===== config.mk =====
export PLATFORM = sky130hd
export DESIGN_NAME = axi_bridge
export DESIGN_NICKNAME = d
export VERILOG_FILES = /design/src/hw/axi_bridge_pkg.sv /design/src/hw/line_refill_engine.sv /design/src/hw/line_writeback_engine.sv /design/src/hw/read_channel_arbiter.sv /design/src/hw/axi_bridge.sv
export VERILOG_INCLUDE_DIRS = /design/src /design/src/include
export SDC_FILE = /design/constraint.sdc
export NUM_CORES = 1
export LEC_CHECK = 0
export BUFFER_PORTS_ARGS = -buffer_cell sky130_fd_sc_hd__buf_2
export CORE_AREA = 2 2 249 251
export CTS_BUF_LIST = sky130_fd_sc_hd__clkbuf_4 sky130_fd_sc_hd__clkbuf_8 sky130_fd_sc_hd__clkbuf_16
export DETAILED_ROUTE_END_ITERATION = 8
export DIE_AREA = 0 0 251 253
export SYNTH_ARGS = -nofsm -noshare
export SYNTH_HDL_FRONTEND = slang
export SYNTH_HIERARCHICAL = 1
export SYNTH_SLANG_ARGS = --single-unit

===== constraint.sdc =====
create_clock -name clk -period 6.8 [get_ports clk]
set_input_delay 1.02 -clock clk [delete_from_list [all_inputs] [get_ports clk]]
set_output_delay 1.02 -clock clk [all_outputs]
set_load 0.01 [all_outputs]

===== src/include/axi_bridge_settings.svh =====
`ifndef AXI_BRIDGE_SETTINGS_SVH
`define AXI_BRIDGE_SETTINGS_SVH

// byte address width on the AXI side
`define AXI_ADDR_W 32

// one AXI beat, one cache word
`define AXI_DATA_W 32

// beats per cache line, one INCR burst
`define LINE_WORDS 4

// full line as the caches see it
`define LINE_W 128

// width of arid
`define AXI_ID_W 4

// read ids per requester
`define ICACHE_ARID 0
`define DCACHE_ARID 1

`endif


===== src/hw/axi_bridge_pkg.sv =====
`include "axi_bridge_settings.svh"

package axi_bridge_pkg;

    // byte address
    typedef logic [`AXI_ADDR_W-1:0] addr_t;

    // one beat on r or w
    typedef logic [`AXI_DATA_W-1:0] word_t;

    // cache line, word 0 in the low bits
    typedef logic [`LINE_W-1:0] line_t;

    // arid value
    typedef logic [`AXI_ID_W-1:0] axi_id_t;

    // beat position inside a line
    typedef logic [$clog2(`LINE_WORDS)-1:0] beat_idx_t;

    // refill engine states
    typedef enum logic [1:0] {REFILL_IDLE, REFILL_AR, REFILL_BEAT} refill_state_e;

    // write-back engine states
    typedef enum logic [1:0] {WB_IDLE, WB_AW, WB_BEAT, WB_RESP} wb_state_e;

endpackage


===== src/hw/line_refill_engine.sv =====
`timescale 1ns/1ps
`include "axi_bridge_settings.svh"

module line_refill_engine
    import axi_bridge_pkg::*;
#(
    // read id carried on every AR of this engine
    parameter axi_id_t REFILL_ID = '0
) (
    input  logic    clk,
    input  logic    resetn,
    // cache side
    input  logic    i_rd_req,
    input  addr_t   i_rd_addr,
    output logic    o_rd_rdy,
    output logic    o_ret_valid,
    output line_t   o_ret_data,
    // AR toward the arbiter
    output axi_id_t o_arid,
    output addr_t   o_araddr,
    output logic    o_arvalid,
    input  logic    i_arready,
    // R from the arbiter, data straight from the bus
    input  logic    i_rvalid,
    input  word_t   i_rdata,
    output logic    o_rready
);

    // index of the final beat in a line
    localparam beat_idx_t LAST_BEAT = beat_idx_t'(`LINE_WORDS - 1);

    refill_state_e state_q;
    beat_idx_t     beat_q;
    addr_t         addr_q;
    line_t         line_q;
    logic          ret_valid_q;

    // request taken only while idle
    assign o_rd_rdy = (state_q == REFILL_IDLE);

    // AR held from the cycle after acceptance up to its transfer
    assign o_arid    = REFILL_ID;
    assign o_araddr  = addr_q;
    assign o_arvalid = (state_q == REFILL_AR);

    // accept beats for the whole burst
    assign o_rready = (state_q == REFILL_BEAT);

    assign o_ret_valid = ret_valid_q;
    assign o_ret_data  = line_q;

    // control FSM and beat counter
    always_ff @(posedge clk) begin
        if (!resetn) begin
            state_q     <= REFILL_IDLE;
            beat_q      <= '0;
            ret_valid_q <= 1'b0;
        end else begin
            // ret_valid lasts one cycle only
            ret_valid_q <= 1'b0;
            case (state_q)
                REFILL_IDLE: begin
                    if (i_rd_req) begin
                        state_q <= REFILL_AR;
                    end
                end
                REFILL_AR: begin
                    if (i_arready) begin
                        state_q <= REFILL_BEAT;
                        beat_q  <= '0;
                    end
                end
                REFILL_BEAT: begin
                    // stall here as long as rvalid stays low
                    if (i_rvalid) begin
                        beat_q <= beat_q + 1'b1;
                        if (beat_q == LAST_BEAT) begin
                            state_q     <= REFILL_IDLE;
                            ret_valid_q <= 1'b1;
                        end
                    end
                end
                default: begin
                    state_q <= REFILL_IDLE;
                end
            endcase
        end
    end

    // address latch on acceptance
    always_ff @(posedge clk) begin
        if (o_rd_rdy && i_rd_req) begin
            addr_q <= i_rd_addr;
        end
    end

    // line assembly, lowest word first
    always_ff @(posedge clk) begin
        if (o_rready && i_rvalid) begin
            line_q[beat_q*`AXI_DATA_W +: `AXI_DATA_W] <= i_rdata;
        end
    end

endmodule


===== src/hw/line_writeback_engine.sv =====
`timescale 1ns/1ps
`include "axi_bridge_settings.svh"

module line_writeback_engine
    import axi_bridge_pkg::*;
(
    input  logic  clk,
    input  logic  resetn,
    // data cache side
    input  logic  i_wr_req,
    input  addr_t i_wr_addr,
    input  line_t i_wr_data,
    output logic  o_wr_rdy,
    // AW channel
    output addr_t o_awaddr,
    output logic  o_awvalid,
    input  logic  i_awready,
    // W channel
    output word_t o_wdata,
    output logic  o_wlast,
    output logic  o_wvalid,
    input  logic  i_wready,
    // B channel
    input  logic  i_bvalid,
    output logic  o_bready
);

    // index of the final beat in a line
    localparam beat_idx_t LAST_BEAT = beat_idx_t'(`LINE_WORDS - 1);

    wb_state_e state_q;
    beat_idx_t beat_q;
    addr_t     addr_q;
    line_t     line_q;

    // free only when fully idle, B included
    assign o_wr_rdy = (state_q == WB_IDLE);

    // address phase
    assign o_awaddr  = addr_q;
    assign o_awvalid = (state_q == WB_AW);

    // current word sliced out of the latched line
    assign o_wdata  = line_q[beat_q*`AXI_DATA_W +: `AXI_DATA_W];
    assign o_wvalid = (state_q == WB_BEAT);

    // wlast from state and index alone, stable while wready is low
    assign o_wlast = (state_q == WB_BEAT) && (beat_q == LAST_BEAT);

    // response phase
    assign o_bready = (state_q == WB_RESP);

    // control FSM and beat counter
    always_ff @(posedge clk) begin
        if (!resetn) begin
            state_q <= WB_IDLE;
            beat_q  <= '0;
        end else begin
            case (state_q)
                WB_IDLE: begin
                    if (i_wr_req) begin
                        state_q <= WB_AW;
                    end
                end
                WB_AW: begin
                    if (i_awready) begin
                        state_q <= WB_BEAT;
                        beat_q  <= '0;
                    end
                end
                WB_BEAT: begin
                    if (i_wready) begin
                        beat_q <= beat_q + 1'b1;
                        // last W accepted, wait for B
                        if (beat_q == LAST_BEAT) begin
                            state_q <= WB_RESP;
                        end
                    end
                end
                WB_RESP: begin
                    // bresp not checked
                    if (i_bvalid) begin
                        state_q <= WB_IDLE;
                    end
                end
                default: begin
                    state_q <= WB_IDLE;
                end
            endcase
        end
    end

    // address and line captured together on acceptance
    always_ff @(posedge clk) begin
        if (o_wr_rdy && i_wr_req) begin
            addr_q <= i_wr_addr;
            line_q <= i_wr_data;
        end
    end

endmodule


===== src/hw/read_channel_arbiter.sv =====
`timescale 1ns/1ps
`include "axi_bridge_settings.svh"

module read_channel_arbiter
    import axi_bridge_pkg::*;
(
    input  logic    clk,
    input  logic    resetn,
    // instruction refill engine
    input  axi_id_t i_ic_arid,
    input  addr_t   i_ic_araddr,
    input  logic    i_ic_arvalid,
    input  logic    i_ic_rready,
    output logic    o_ic_arready,
    output logic    o_ic_rvalid,
    // data refill engine
    input  axi_id_t i_dc_arid,
    input  addr_t   i_dc_araddr,
    input  logic    i_dc_arvalid,
    input  logic    i_dc_rready,
    output logic    o_dc_arready,
    output logic    o_dc_rvalid,
    // shared AXI read channel
    output axi_id_t o_arid,
    output addr_t   o_araddr,
    output logic    o_arvalid,
    input  logic    i_arready,
    input  logic    i_rvalid,
    output logic    o_rready
);

    localparam beat_idx_t LAST_BEAT = beat_idx_t'(`LINE_WORDS - 1);

    // burst in flight on R
    logic      busy_q;
    // AR shown but not yet taken, selection frozen
    logic      ar_hold_q;
    // selected side, data cache when set
    logic      owner_dc_q;
    beat_idx_t r_cnt_q;
    logic      sel_dc;
    logic      r_fire;

    // fixed priority to dcache while the choice is open
    assign sel_dc = (busy_q || ar_hold_q) ? owner_dc_q : i_dc_arvalid;

    // AR forwarded only while no burst runs
    assign o_arvalid = !busy_q && (sel_dc ? i_dc_arvalid : i_ic_arvalid);
    assign o_arid    = sel_dc ? i_dc_arid : i_ic_arid;
    assign o_araddr  = sel_dc ? i_dc_araddr : i_ic_araddr;

    // loser sees arready low
    assign o_dc_arready = !busy_q && sel_dc && i_arready;
    assign o_ic_arready = !busy_q && !sel_dc && i_arready;

    // R steered to the owner only
    assign o_rready    = busy_q && (owner_dc_q ? i_dc_rready : i_ic_rready);
    assign o_dc_rvalid = busy_q && owner_dc_q && i_rvalid;
    assign o_ic_rvalid = busy_q && !owner_dc_q && i_rvalid;
    assign r_fire      = i_rvalid && o_rready;

    always_ff @(posedge clk) begin
        if (!resetn) begin
            busy_q     <= 1'b0;
            ar_hold_q  <= 1'b0;
            owner_dc_q <= 1'b0;
            r_cnt_q    <= '0;
        end else if (o_arvalid && i_arready) begin
            // owner latched on the AR transfer
            busy_q     <= 1'b1;
            ar_hold_q  <= 1'b0;
            owner_dc_q <= sel_dc;
            r_cnt_q    <= '0;
        end else if (o_arvalid) begin
            // keep araddr and arid stable until taken
            ar_hold_q  <= 1'b1;
            owner_dc_q <= sel_dc;
        end else if (r_fire) begin
            r_cnt_q <= r_cnt_q + 1'b1;
            // channel free after the owner's fourth beat
            if (r_cnt_q == LAST_BEAT) begin
                busy_q <= 1'b0;
            end
        end
    end

endmodule


===== src/hw/axi_bridge.sv =====
`timescale 1ns/1ps
`include "axi_bridge_settings.svh"

module axi_bridge
    import axi_bridge_pkg::*;
(
    input  logic    clk,
    input  logic    resetn,
    // instruction cache refill
    input  logic    i_ic_rd_req,
    input  addr_t   i_ic_rd_addr,
    output logic    o_ic_rd_rdy,
    output logic    o_ic_ret_valid,
    output line_t   o_ic_ret_data,
    // data cache refill
    input  logic    i_dc_rd_req,
    input  addr_t   i_dc_rd_addr,
    output logic    o_dc_rd_rdy,
    output logic    o_dc_ret_valid,
    output line_t   o_dc_ret_data,
    // data cache write-back
    input  logic    i_dc_wr_req,
    input  addr_t   i_dc_wr_addr,
    input  line_t   i_dc_wr_data,
    output logic    o_dc_wr_rdy,
    // AXI read address and data
    output axi_id_t o_arid,
    output addr_t   o_araddr,
    output logic    o_arvalid,
    input  logic    i_arready,
    input  logic    i_rvalid,
    input  word_t   i_rdata,
    output logic    o_rready,
    // AXI write address, data and response
    output addr_t   o_awaddr,
    output logic    o_awvalid,
    input  logic    i_awready,
    output word_t   o_wdata,
    output logic    o_wlast,
    output logic    o_wvalid,
    input  logic    i_wready,
    input  logic    i_bvalid,
    output logic    o_bready
);

    // icache engine to arbiter
    axi_id_t ic_arid;
    addr_t   ic_araddr;
    logic    ic_arvalid;
    logic    ic_arready;
    logic    ic_rvalid;
    logic    ic_rready;

    // dcache engine to arbiter
    axi_id_t dc_arid;
    addr_t   dc_araddr;
    logic    dc_arvalid;
    logic    dc_arready;
    logic    dc_rvalid;
    logic    dc_rready;

    line_refill_engine #(
        .REFILL_ID (axi_id_t'(`ICACHE_ARID))
    ) u_ic_refill (
        .clk         (clk),
        .resetn      (resetn),
        .i_rd_req    (i_ic_rd_req),
        .i_rd_addr   (i_ic_rd_addr),
        .o_rd_rdy    (o_ic_rd_rdy),
        .o_ret_valid (o_ic_ret_valid),
        .o_ret_data  (o_ic_ret_data),
        .o_arid      (ic_arid),
        .o_araddr    (ic_araddr),
        .o_arvalid   (ic_arvalid),
        .i_arready   (ic_arready),
        .i_rvalid    (ic_rvalid),
        .i_rdata     (i_rdata),
        .o_rready    (ic_rready)
    );

    line_refill_engine #(
        .REFILL_ID (axi_id_t'(`DCACHE_ARID))
    ) u_dc_refill (
        .clk         (clk),
        .resetn      (resetn),
        .i_rd_req    (i_dc_rd_req),
        .i_rd_addr   (i_dc_rd_addr),
        .o_rd_rdy    (o_dc_rd_rdy),
        .o_ret_valid (o_dc_ret_valid),
        .o_ret_data  (o_dc_ret_data),
        .o_arid      (dc_arid),
        .o_araddr    (dc_araddr),
        .o_arvalid   (dc_arvalid),
        .i_arready   (dc_arready),
        .i_rvalid    (dc_rvalid),
        .i_rdata     (i_rdata),
        .o_rready    (dc_rready)
    );

    // write path runs beside the reads, no arbitration
    line_writeback_engine u_dc_writeback (
        .clk       (clk),
        .resetn    (resetn),
        .i_wr_req  (i_dc_wr_req),
        .i_wr_addr (i_dc_wr_addr),
        .i_wr_data (i_dc_wr_data),
        .o_wr_rdy  (o_dc_wr_rdy),
        .o_awaddr  (o_awaddr),
        .o_awvalid (o_awvalid),
        .i_awready (i_awready),
        .o_wdata   (o_wdata),
        .o_wlast   (o_wlast),
        .o_wvalid  (o_wvalid),
        .i_wready  (i_wready),
        .i_bvalid  (i_bvalid),
        .o_bready  (o_bready)
    );

    read_channel_arbiter u_rd_arb (
        .clk          (clk),
        .resetn       (resetn),
        .i_ic_arid    (ic_arid),
        .i_ic_araddr  (ic_araddr),
        .i_ic_arvalid (ic_arvalid),
        .i_ic_rready  (ic_rready),
        .o_ic_arready (ic_arready),
        .o_ic_rvalid  (ic_rvalid),
        .i_dc_arid    (dc_arid),
        .i_dc_araddr  (dc_araddr),
        .i_dc_arvalid (dc_arvalid),
        .i_dc_rready  (dc_rready),
        .o_dc_arready (dc_arready),
        .o_dc_rvalid  (dc_rvalid),
        .o_arid       (o_arid),
        .o_araddr     (o_araddr),
        .o_arvalid    (o_arvalid),
        .i_arready    (i_arready),
        .i_rvalid     (i_rvalid),
        .o_rready     (o_rready)
    );

endmodule


==> flow_summary.yaml, run 1 <==
clock_tree:
  ctsHtreeMaxLevel: 2
  path_clk_slew_ns: 0.06
  cts_setup_buffers: 0
  cts_buffer_depth: 3
  numCtsBuffers: 55
  tritoncts: "yes"
  cts-resized-gates: 0
  hold_buffers: 0
  cts_sinks: 499
  cts_root_buffer: "clkbuf_16"
  insertion_delay_ns: 0.59
hold_path:
  hold_path_class: "reg2reg"
  holdCritStartpoint: "u_rd_arb/r_cnt_q[0]"
  min_path_cells: 2
  min_to: "u_rd_arb/r_cnt_q[0]"
power:
  power_frac_comb_pct: 12.1
  clkPwrFrac_pct: 38.5
  power_leakage_nw: 10.23
  sw_frac_of_total_pct: 23.69
  power.density_nw_per_um2: 310.3
  p_sw_mw: 1.818
  seqPwrFrac_pct: 49.4
  internal_power_mw: 5.857
  max-vdd-ir-drop_mv: 0.1798
yosys:
  synth_most_common_cell: "edfxtp_1"
  ys_seq_elements: 499
  synth_commonest_cells: "edfxtp_1 (480), and2_1 (230), and2_2 (32), mux4_2 (32), dfxtp_1 (19)"
  async_reset_ff_share_pct: 0
  synthTopCellsByArea: "edfxtp_1 (76%), and2_1 (7.6%), mux4_2 (3.8%), dfxtp_1 (2.0%), mux2_4 (1.4%)"
  ys_seq_area_share_pct: 78.03
  synth_area_leader_cell: "edfxtp_1"
  syn_inst: 1006
  ys.flop_type: "edfxtp_1"
  yosysUniqueCellTypes: 51
  yosys_warnings: 6
  syn_avg_cell_area_sq_um: 18.85
  yosysTopAreaCellShare_pct: 76.02
  netlist_area_sq_um: 18960
  synth-edff-count: 480
global_routing:
  antenna_found_initial: 12
  grt_overflow: 0
  grtUsageTotal_pct: 16.67
  grt_max_degree: 72
  first_global_vias: 11530
  grt_pass1_wl_mm: 77.67
worst_setup_path:
  crit_path_end_kind: "output port"
  crit-reg2reg-capture: "u_ic_refill/o_ret_data[125]"
  r2r_setup_slack_ns: 4.09
  arrival_ns: 2.46
  critical_path_buf_inv_count: 2
  path_class: "reg2out"
  crit_family: "buffers and inverters"
  timing.rr.start: "u_ic_refill/beat_q[0]"
  critical_path_required_ns: 5.78
  crit_slowest_cell: "buf_4"
  path_cells: "nor2_4 > mux2i_4 > buf_4 > mux2_2 > buf_2"
  cp_max_fo: 38
  startpoint_type: "register"
  reg2regPathDepth: 5
  critPathMaxStageDelay_ns: 0.51
place:
  gp_congestion: 0.9865
  hpwl_mm: 39.63
  dp_cells: 2398
  io_buffers: 629
sta:
  maxSlewViolCount: 0
  setup_tns_ns: 0
  max-slew-margin-rel_pct: 23.84
  fmax_mhz: 287.1
  worst_pin_slew_ns: 1.141
  rsz0062_at_grt: "no"
  hold_viol_final: 0
  setup_viol: 0
  min_period_ns: 3.483
  finalClockSkew_ns: 0.01882
  final_min_period_over_clock_period_pct: 51.22
route:
  vias_per_cell: 4.518
  first_pass_iters: 7
  drc: 0
  ant_nets: 0
  avgRoutedWirePerCell_um: 22.22
  totalWireLength_mm: 55.58
  drtIter0Drc: 700
  vias: 11310
final_layout:
  final_nets: 1949
  fin_cells: 2502
  n_fill_cell: 5668
  drive_gt1_share_pct: 49.94
  area_delta_synth_final_pct: 30.47
die:
  rows: 91
  die_w_um: 251
  core-area_sq_um: 61030
  initial_core_util_pct: 31.07
  io_pins: 633
  die_y_um: 253
  dieArea_sq_um: 63500
run_status:
  status: "finished, final reports clean"
flow_run:
  cap_violations: 0
layout by cell type, fill, tap and decap left out, drive strengths merged, types with 5 or more instances in the layout:
| cell | instances |
|---|---|
| a21oi | 5 |
| and2 | 262 |
| and3 | 9 |
| buf | 640 |
| bufinv | 6 |
| clkbuf | 67 |
| clkinv | 19 |
| conb | 8 |
| dfxtp | 19 |
| diode | 6 |
| edfxtp | 480 |
| ha | 18 |
| inv | 12 |
| mux2 | 36 |
| mux2i | 5 |
| mux4 | 32 |
| nand2 | 10 |
| nor2 | 11 |
| nor2b | 8 |
| nor3 | 8 |
| o21ai | 7 |
registers in the layout, indices dropped and copies added, names as in the netlist:
name / flops
u_dc_refill/o_ret_data: 128
u_dc_refill/o_araddr: 32
u_ic_refill/o_ret_valid: 1
u_dc_writeback/line_q: 128
u_dc_refill/state_q: 2
u_dc_writeback/o_awaddr: 32
u_dc_writeback/beat_q: 2
u_rd_arb/ar_hold_q: 1
u_rd_arb/r_cnt_q: 2
u_dc_refill/beat_q: 2
u_ic_refill/o_araddr: 32
u_ic_refill/o_ret_data: 128
u_dc_refill/o_ret_valid: 1
u_rd_arb/owner_dc_q: 1
u_dc_writeback/state_q: 2
u_rd_arb/busy_q: 1
u_ic_refill/state_q: 2
u_ic_refill/beat_q: 2
power by group through the flow:
stage	sequential (mW)	combinational, mW	clock (mW)
2_1_floorplan	3.89	0.548	0
3_3_place_gp	3.85	0.918	0
3_5_place_dp	3.86	0.939	0
4_1_cts	3.80	0.940	3.03
5_1_grt	3.82	0.996	3.13
6_report	3.79	0.925	2.95
logic make-up after synthesis:
| family | share of synthesized area (%) |
|---|---|
| AO/OA/AOI/OAI | 1.023 |
| AND/OR/NAND/NOR | 11.34 |
| flip-flops | 78.03 |
| multiplexers | 6.559 |
| buffers and inverters | 1.808 |
| other | 0.05939 |
| adder cells (fa/ha/maj) | 1.188 |
cell type report:
cell class | instances | area (sq um) | area share, %
antenna | 6 | 15.01 | 0.06069
clock buffer | 67 | 1466 | 5.928
clock inverter | 31 | 314.1 | 1.270
inverter | 10 | 37.54 | 0.1517
multi-input combinational | 459 | 3890 | 15.73
sequential | 499 | 14800 | 59.81
tap | 790 | 988.4 | 3.996
timing repair buffer | 640 | 3231 | 13.06
metal layers:
metal	global-route usage [%]	vias to the layer above	share of wire, %
met1	21.07	5723	41
li1	-	5063	-
met2	28.23	419	50
met4	6.071	2	3.4
met5	0	-	0.022
met3	3.588	98	6.0
how the worst max path moves through the flow:
stage	start	to	slack, ns	cells past startpoint
after global routing	u_rd_arb/busy_q	o_araddr[25]	3.15	5
after floorplan	i_dc_wr_req	u_dc_writeback/line_q[0]	1.59	1
after global placement	i_dc_wr_req	u_dc_writeback/line_q[88]	3.89	3
after detailed placement	i_dc_wr_req	u_dc_writeback/line_q[26]	3.82	3
after CTS	u_rd_arb/busy_q	o_araddr[0]	3.27	5
final	u_rd_arb/busy_q	o_araddr[31]	3.32	5
stage by stage:
step           total power, mW  hold slack, ns  area [sq um]  setup WS [ns]  util, %
2_1_floorplan            4.441          0.4645         18980          1.594        -
3_3_place_gp             4.765          0.4839         22940          3.891    37.59
3_5_place_dp             4.796          0.5020         22940          3.823    37.59
4_1_cts                  7.764          0.5143         24720          3.266    40.51
5_1_grt                  7.949          0.5467         24740          3.153    40.53
6_report                 7.675          0.5132         24740          3.317    40.53
worst reg2reg max path: cells and delay by family, from the launching register on:
family / cells / cell delay [ns]
and+or+nand+nor: 3 / 1.46
DFF: 1 / 0.57
buffers and inverters: 1 / 0.14
adders and majority gates: 1 / 0.41
Power figures use the tool's default switching activity.
==> run 2: changes to the inputs <==
Clock period 6.8 ns to 3 ns, I/O delays scaled along.
==> flow_summary.yaml, run 2 (same netlist as run 1, synthesis figures left out) <==
clock_tree:
  cts_sinks: 499
  cts_setup_buffers: 0
  numCtsBuffers: 54
  insertion_delay_ns: 0.60
  hold_buffers: 201
  tritoncts: "yes"
  path_clk_slew_ns: 0.06
  cts_root_buffer: "clkbuf_16"
  ctsHtreeMaxLevel: 2
  cts_buffer_depth: 3
  cts-resized-gates: 0
worst_setup_path:
  crit_path_end_kind: "output port"
  critical_path_required_ns: 2.55
  cp_max_fo: 18
  arrival_ns: 2.38
  crit_start: "u_dc_writeback/beat_q[0]"
  path_class: "reg2out"
  timing.rr.start: "u_ic_refill/beat_q[0]"
  startpoint_type: "register"
final_layout:
  drive_gt1_share_pct: 45.64
  n_fill_cell: 5400
  final_cell_mix: "buf_2 (629), edfxtp_1 (480), and2_1 (229), dlygate4sd3_1 (201), clkbuf_16 (55)"
  area_delta_synth_final_pct: 42.43
  final_common_cell: "buf_2"
  final_nets: 2167
route:
  drc: 0
  drtIter0Drc: 882
  first_pass_iters: 5
  totalWireLength_mm: 59.33
  ant_nets: 0
  vias: 12310
  vias_per_cell: 4.525
  avgRoutedWirePerCell_um: 21.81
power:
  max-vdd-ir-drop_mv: 0.3959
  power.density_nw_per_um2: 665.0
  power_leakage_nw: 11.19
sta:
  rsz0062_at_grt: "no"
  min_period_ns: 2.825
  setup_viol: 0
  setup_tns_ns: 0
  maxSlewViolCount: 0
  hold_viol_final: 0
  fmax_mhz: 353.9
  worst_pin_slew_ns: 0.7172
  whs_ns: 0.04791
  finalClockSkew_ns: 0.01736
  final_min_period_over_clock_period_pct: 94.18
  max-slew-margin-rel_pct: 51.98
global_routing:
  grt_pass1_wl_mm: 83.01
  grt_overflow: 0
  first_global_vias: 12790
  grtUsageTotal_pct: 17.87
  grt_max_degree: 42
  antenna_found_initial: 9
flow_run:
  cap_violations: 0
die:
  rows: 91
  initial_core_util_pct: 31.07
  core-area_sq_um: 61030
  dieArea_sq_um: 63500
  io_pins: 633
  die_w_um: 251
  die_y_um: 253
run_status:
  status: "finished, final reports clean"
place:
  io_buffers: 629
  hpwl_mm: 40.54
  gp_congestion: 0.9386
hold_path:
  holdCritStartpoint: "i_ic_rd_addr[11]"
  hold_path_class: "in2reg"
==> run 2: layout make-up <==
class	count	area [sq um]	area share [%]
clock buffers	63	1436	5.319
multi-input cells	459	3884	14.38
inverters	10	37.54	0.1390
well taps	790	988.4	3.660
clock inverters	38	406.6	1.506
repair buffers	859	5453	20.19
flip-flops and latches	499	14800	54.79
diodes	2	5.005	0.01853
==> run 2: path summary, 6_finish.rpt <==
path                               endpoint  slack (ns)  depth (start not counted)
hold / removal     u_ic_refill/o_araddr[11]        0.05                          1
setup reg to reg  u_ic_refill/o_ret_data[2]        0.63                          4
setup / recovery                o_wdata[22]        0.17                          3
hold reg to reg   u_dc_writeback/state_q[1]        0.51                          2
==> run 2: worst max-delay path, cell delays in order, from the launching register on <==
cell	delay, ns
dfxtp_2	0.79
buf_4	0.29
mux4_2	0.52
buf_2	0.17
==> run 2: power by group <==
| part | switching (mW) | internal, mW | total [mW] |
|---|---|---|---|
| Sequential | 0.282 | 8.40 | 8.68 |
| Combinational | 1.27 | 1.15 | 2.42 |
| Clock | 2.82 | 4.05 | 6.86 |
| Total | 4.37 | 13.6 | 18.0 |
==> run 2: per-stage QoR <==
step | power, mW | setup slack [ns] | cells | area, sq um | util [%]
after global routing | 18.58 | 0.02629 | 2720 | 27010 | 44.25
after global placement | 10.95 | 0.7409 | 2416 | 23150 | 37.93
after CTS | 18.11 | 0.09913 | 2718 | 27000 | 44.24
after floorplan | 9.980 | 0.7633 | 1011 | 18980 | -
final | 17.96 | 0.1747 | 2720 | 27010 | 44.25
after detailed placement | 11.01 | 0.6627 | 2416 | 23150 | 37.93
==> run 2: layer usage <==
metal	up-vias	track usage, %	wire (um)
li1	5499	-	-
met2	493	30.61	29980
met3	119	3.690	3749
met1	6194	21.94	23310
met4	4	7.653	2262
met5	-	0	31
==> run 3: changes to the inputs <==
Settings changed: REMOVE_ABC_BUFFERS set to 1.
==> flow_summary.yaml, run 3 (same netlist as run 1, synthesis figures left out) <==
run_status:
  status: "finished, final reports clean"
worst_setup_path:
  crit_slowest_cell: "dfxtp_2"
  crit_start: "u_dc_writeback/beat_q[0]"
  startpoint_type: "register"
  crit_family: "flip-flops"
  cp_max_fo: 19
  r2r_setup_slack_ns: 0.69
  critical_path_buf_inv_count: 2
  critical_path_required_ns: 2.55
  arrival_ns: 2.31
  crit-reg2reg-capture: "u_ic_refill/o_ret_data[6]"
  crit_path_end_kind: "output port"
  timing.rr.start: "u_ic_refill/beat_q[0]"
  reg2regPathDepth: 4
  path_depth: 3
  critPathMaxStageDelay_ns: 0.71
  path_cells: "buf_12 > mux4_2 > buf_2"
  path_class: "reg2out"
place:
  hpwl_mm: 40.58
  pre_cts_ws_ns: 0.7179
  gp_congestion: 0.9304
  placed_area_sq_um: 23160
  io_buffers: 629
  dp_cells: 2414
clock_tree:
  cts_root_buffer: "clkbuf_16"
  numCtsBuffers: 54
  cts_sinks: 499
  tritoncts: "yes"
  ctsHtreeMaxLevel: 2
  path_clk_slew_ns: 0.06
  cts_buffer_depth: 3
  insertion_delay_ns: 0.60
sta:
  setup_tns_ns: 0
  min_period_ns: 2.756
  worst_pin_slew_ns: 0.6523
  setup_viol: 0
  hold_viol_final: 0
  fmax_mhz: 362.9
  setup_ws_ns: 0.2444
  final_min_period_over_clock_period_pct: 91.85
  finalClockSkew_ns: 0.02587
  max-slew-margin-rel_pct: 56.51
  whs_ns: 0.03559
  maxSlewViolCount: 0
  rsz0062_at_grt: "no"
final_layout:
  final_common_cell: "buf_2"
  fin_cells: 2684
  final_cell_mix: "buf_2 (629), edfxtp_1 (480), and2_1 (229), dlygate4sd3_1 (166), clkbuf_16 (55)"
  drive_gt1_share_pct: 45.98
  final_cell_area_sq_um: 26590
  final_nets: 2130
  area_delta_synth_final_pct: 40.22
  finish.utilization_pct: 43.56
global_routing:
  grtUsageTotal_pct: 17.49
  antenna_found_initial: 8
  first_global_vias: 12470
  grt_overflow: 0
  grt_max_degree: 50
  grt_pass1_wl_mm: 81.74
die:
  rows: 91
  die_y_um: 253
  core-area_sq_um: 61030
  dieArea_sq_um: 63500
  die_w_um: 251
  io_pins: 633
  initial_core_util_pct: 31.07
route:
  ant_nets: 0
  totalWireLength_mm: 58.05
  drtIter0Drc: 686
  drc: 0
  vias: 12070
  first_pass_iters: 5
  vias_per_cell: 4.497
  avgRoutedWirePerCell_um: 21.63
power:
  p_total_mw: 17.53
  max-vdd-ir-drop_mv: 0.3992
  power.density_nw_per_um2: 659.3
  power_leakage_nw: 11.01
flow_run:
  cap_violations: 0
hold_path:
  holdCritStartpoint: "i_dc_rd_addr[4]"
  min_to: "u_dc_refill/o_araddr[4]"
  min_path_cells: 1
  hold_path_class: "in2reg"
[run 3: how the worst max path moves through the flow]
stage,end,slack [ns]
floorplan,u_dc_writeback/line_q[0],-1.87
global placement,u_dc_refill/o_ret_data[89],0.81
detailed placement,u_ic_refill/o_ret_data[23],0.72
CTS,o_wdata[7],0.14
global route,o_wdata[2],0.08
finish,o_wdata[30],0.24
[run 3: where the power goes]
| group | internal [mW] | switching (mW) |
|---|---|---|
| logic | 1.10 | 1.25 |
| registers | 8.40 | 0.244 |
| clock network | 3.74 | 2.80 |
[run 3: layout make-up]
class                      count  area, sq um
inverter                      10        37.54
clock inverter                37        305.3
timing repair buffer         822         5125
fill                        5464        34440
multi-input combinational    459         3879
sequential                   499        14800
antenna                        2        5.005
tap                          790        988.4
clock buffer                  65         1451
[run 3: timing repair]
action	in CTS	in global routing
hold buffers	166	0
gates resized for setup	0	0
endpoints found under the hold margin	166	0
buffers inserted	0	0
[run 3: worst register-to-register path: stages (launching register included)]
cell and delay, ns:
dfxtp_1 0.59, inv_2 0.15, ha_1 0.40, and4bb_2 0.76, and2_1 0.26
[run 3: layer usage]
metal | GRT usage [%] | vias to the layer above | wire length, um
met5 | 0 | - | 0
met4 | 7.007 | 0 | 2275
met3 | 3.690 | 109 | 3524
met2 | 30.83 | 478 | 29700
met1 | 20.87 | 6061 | 22550
li1 | - | 5423 | -
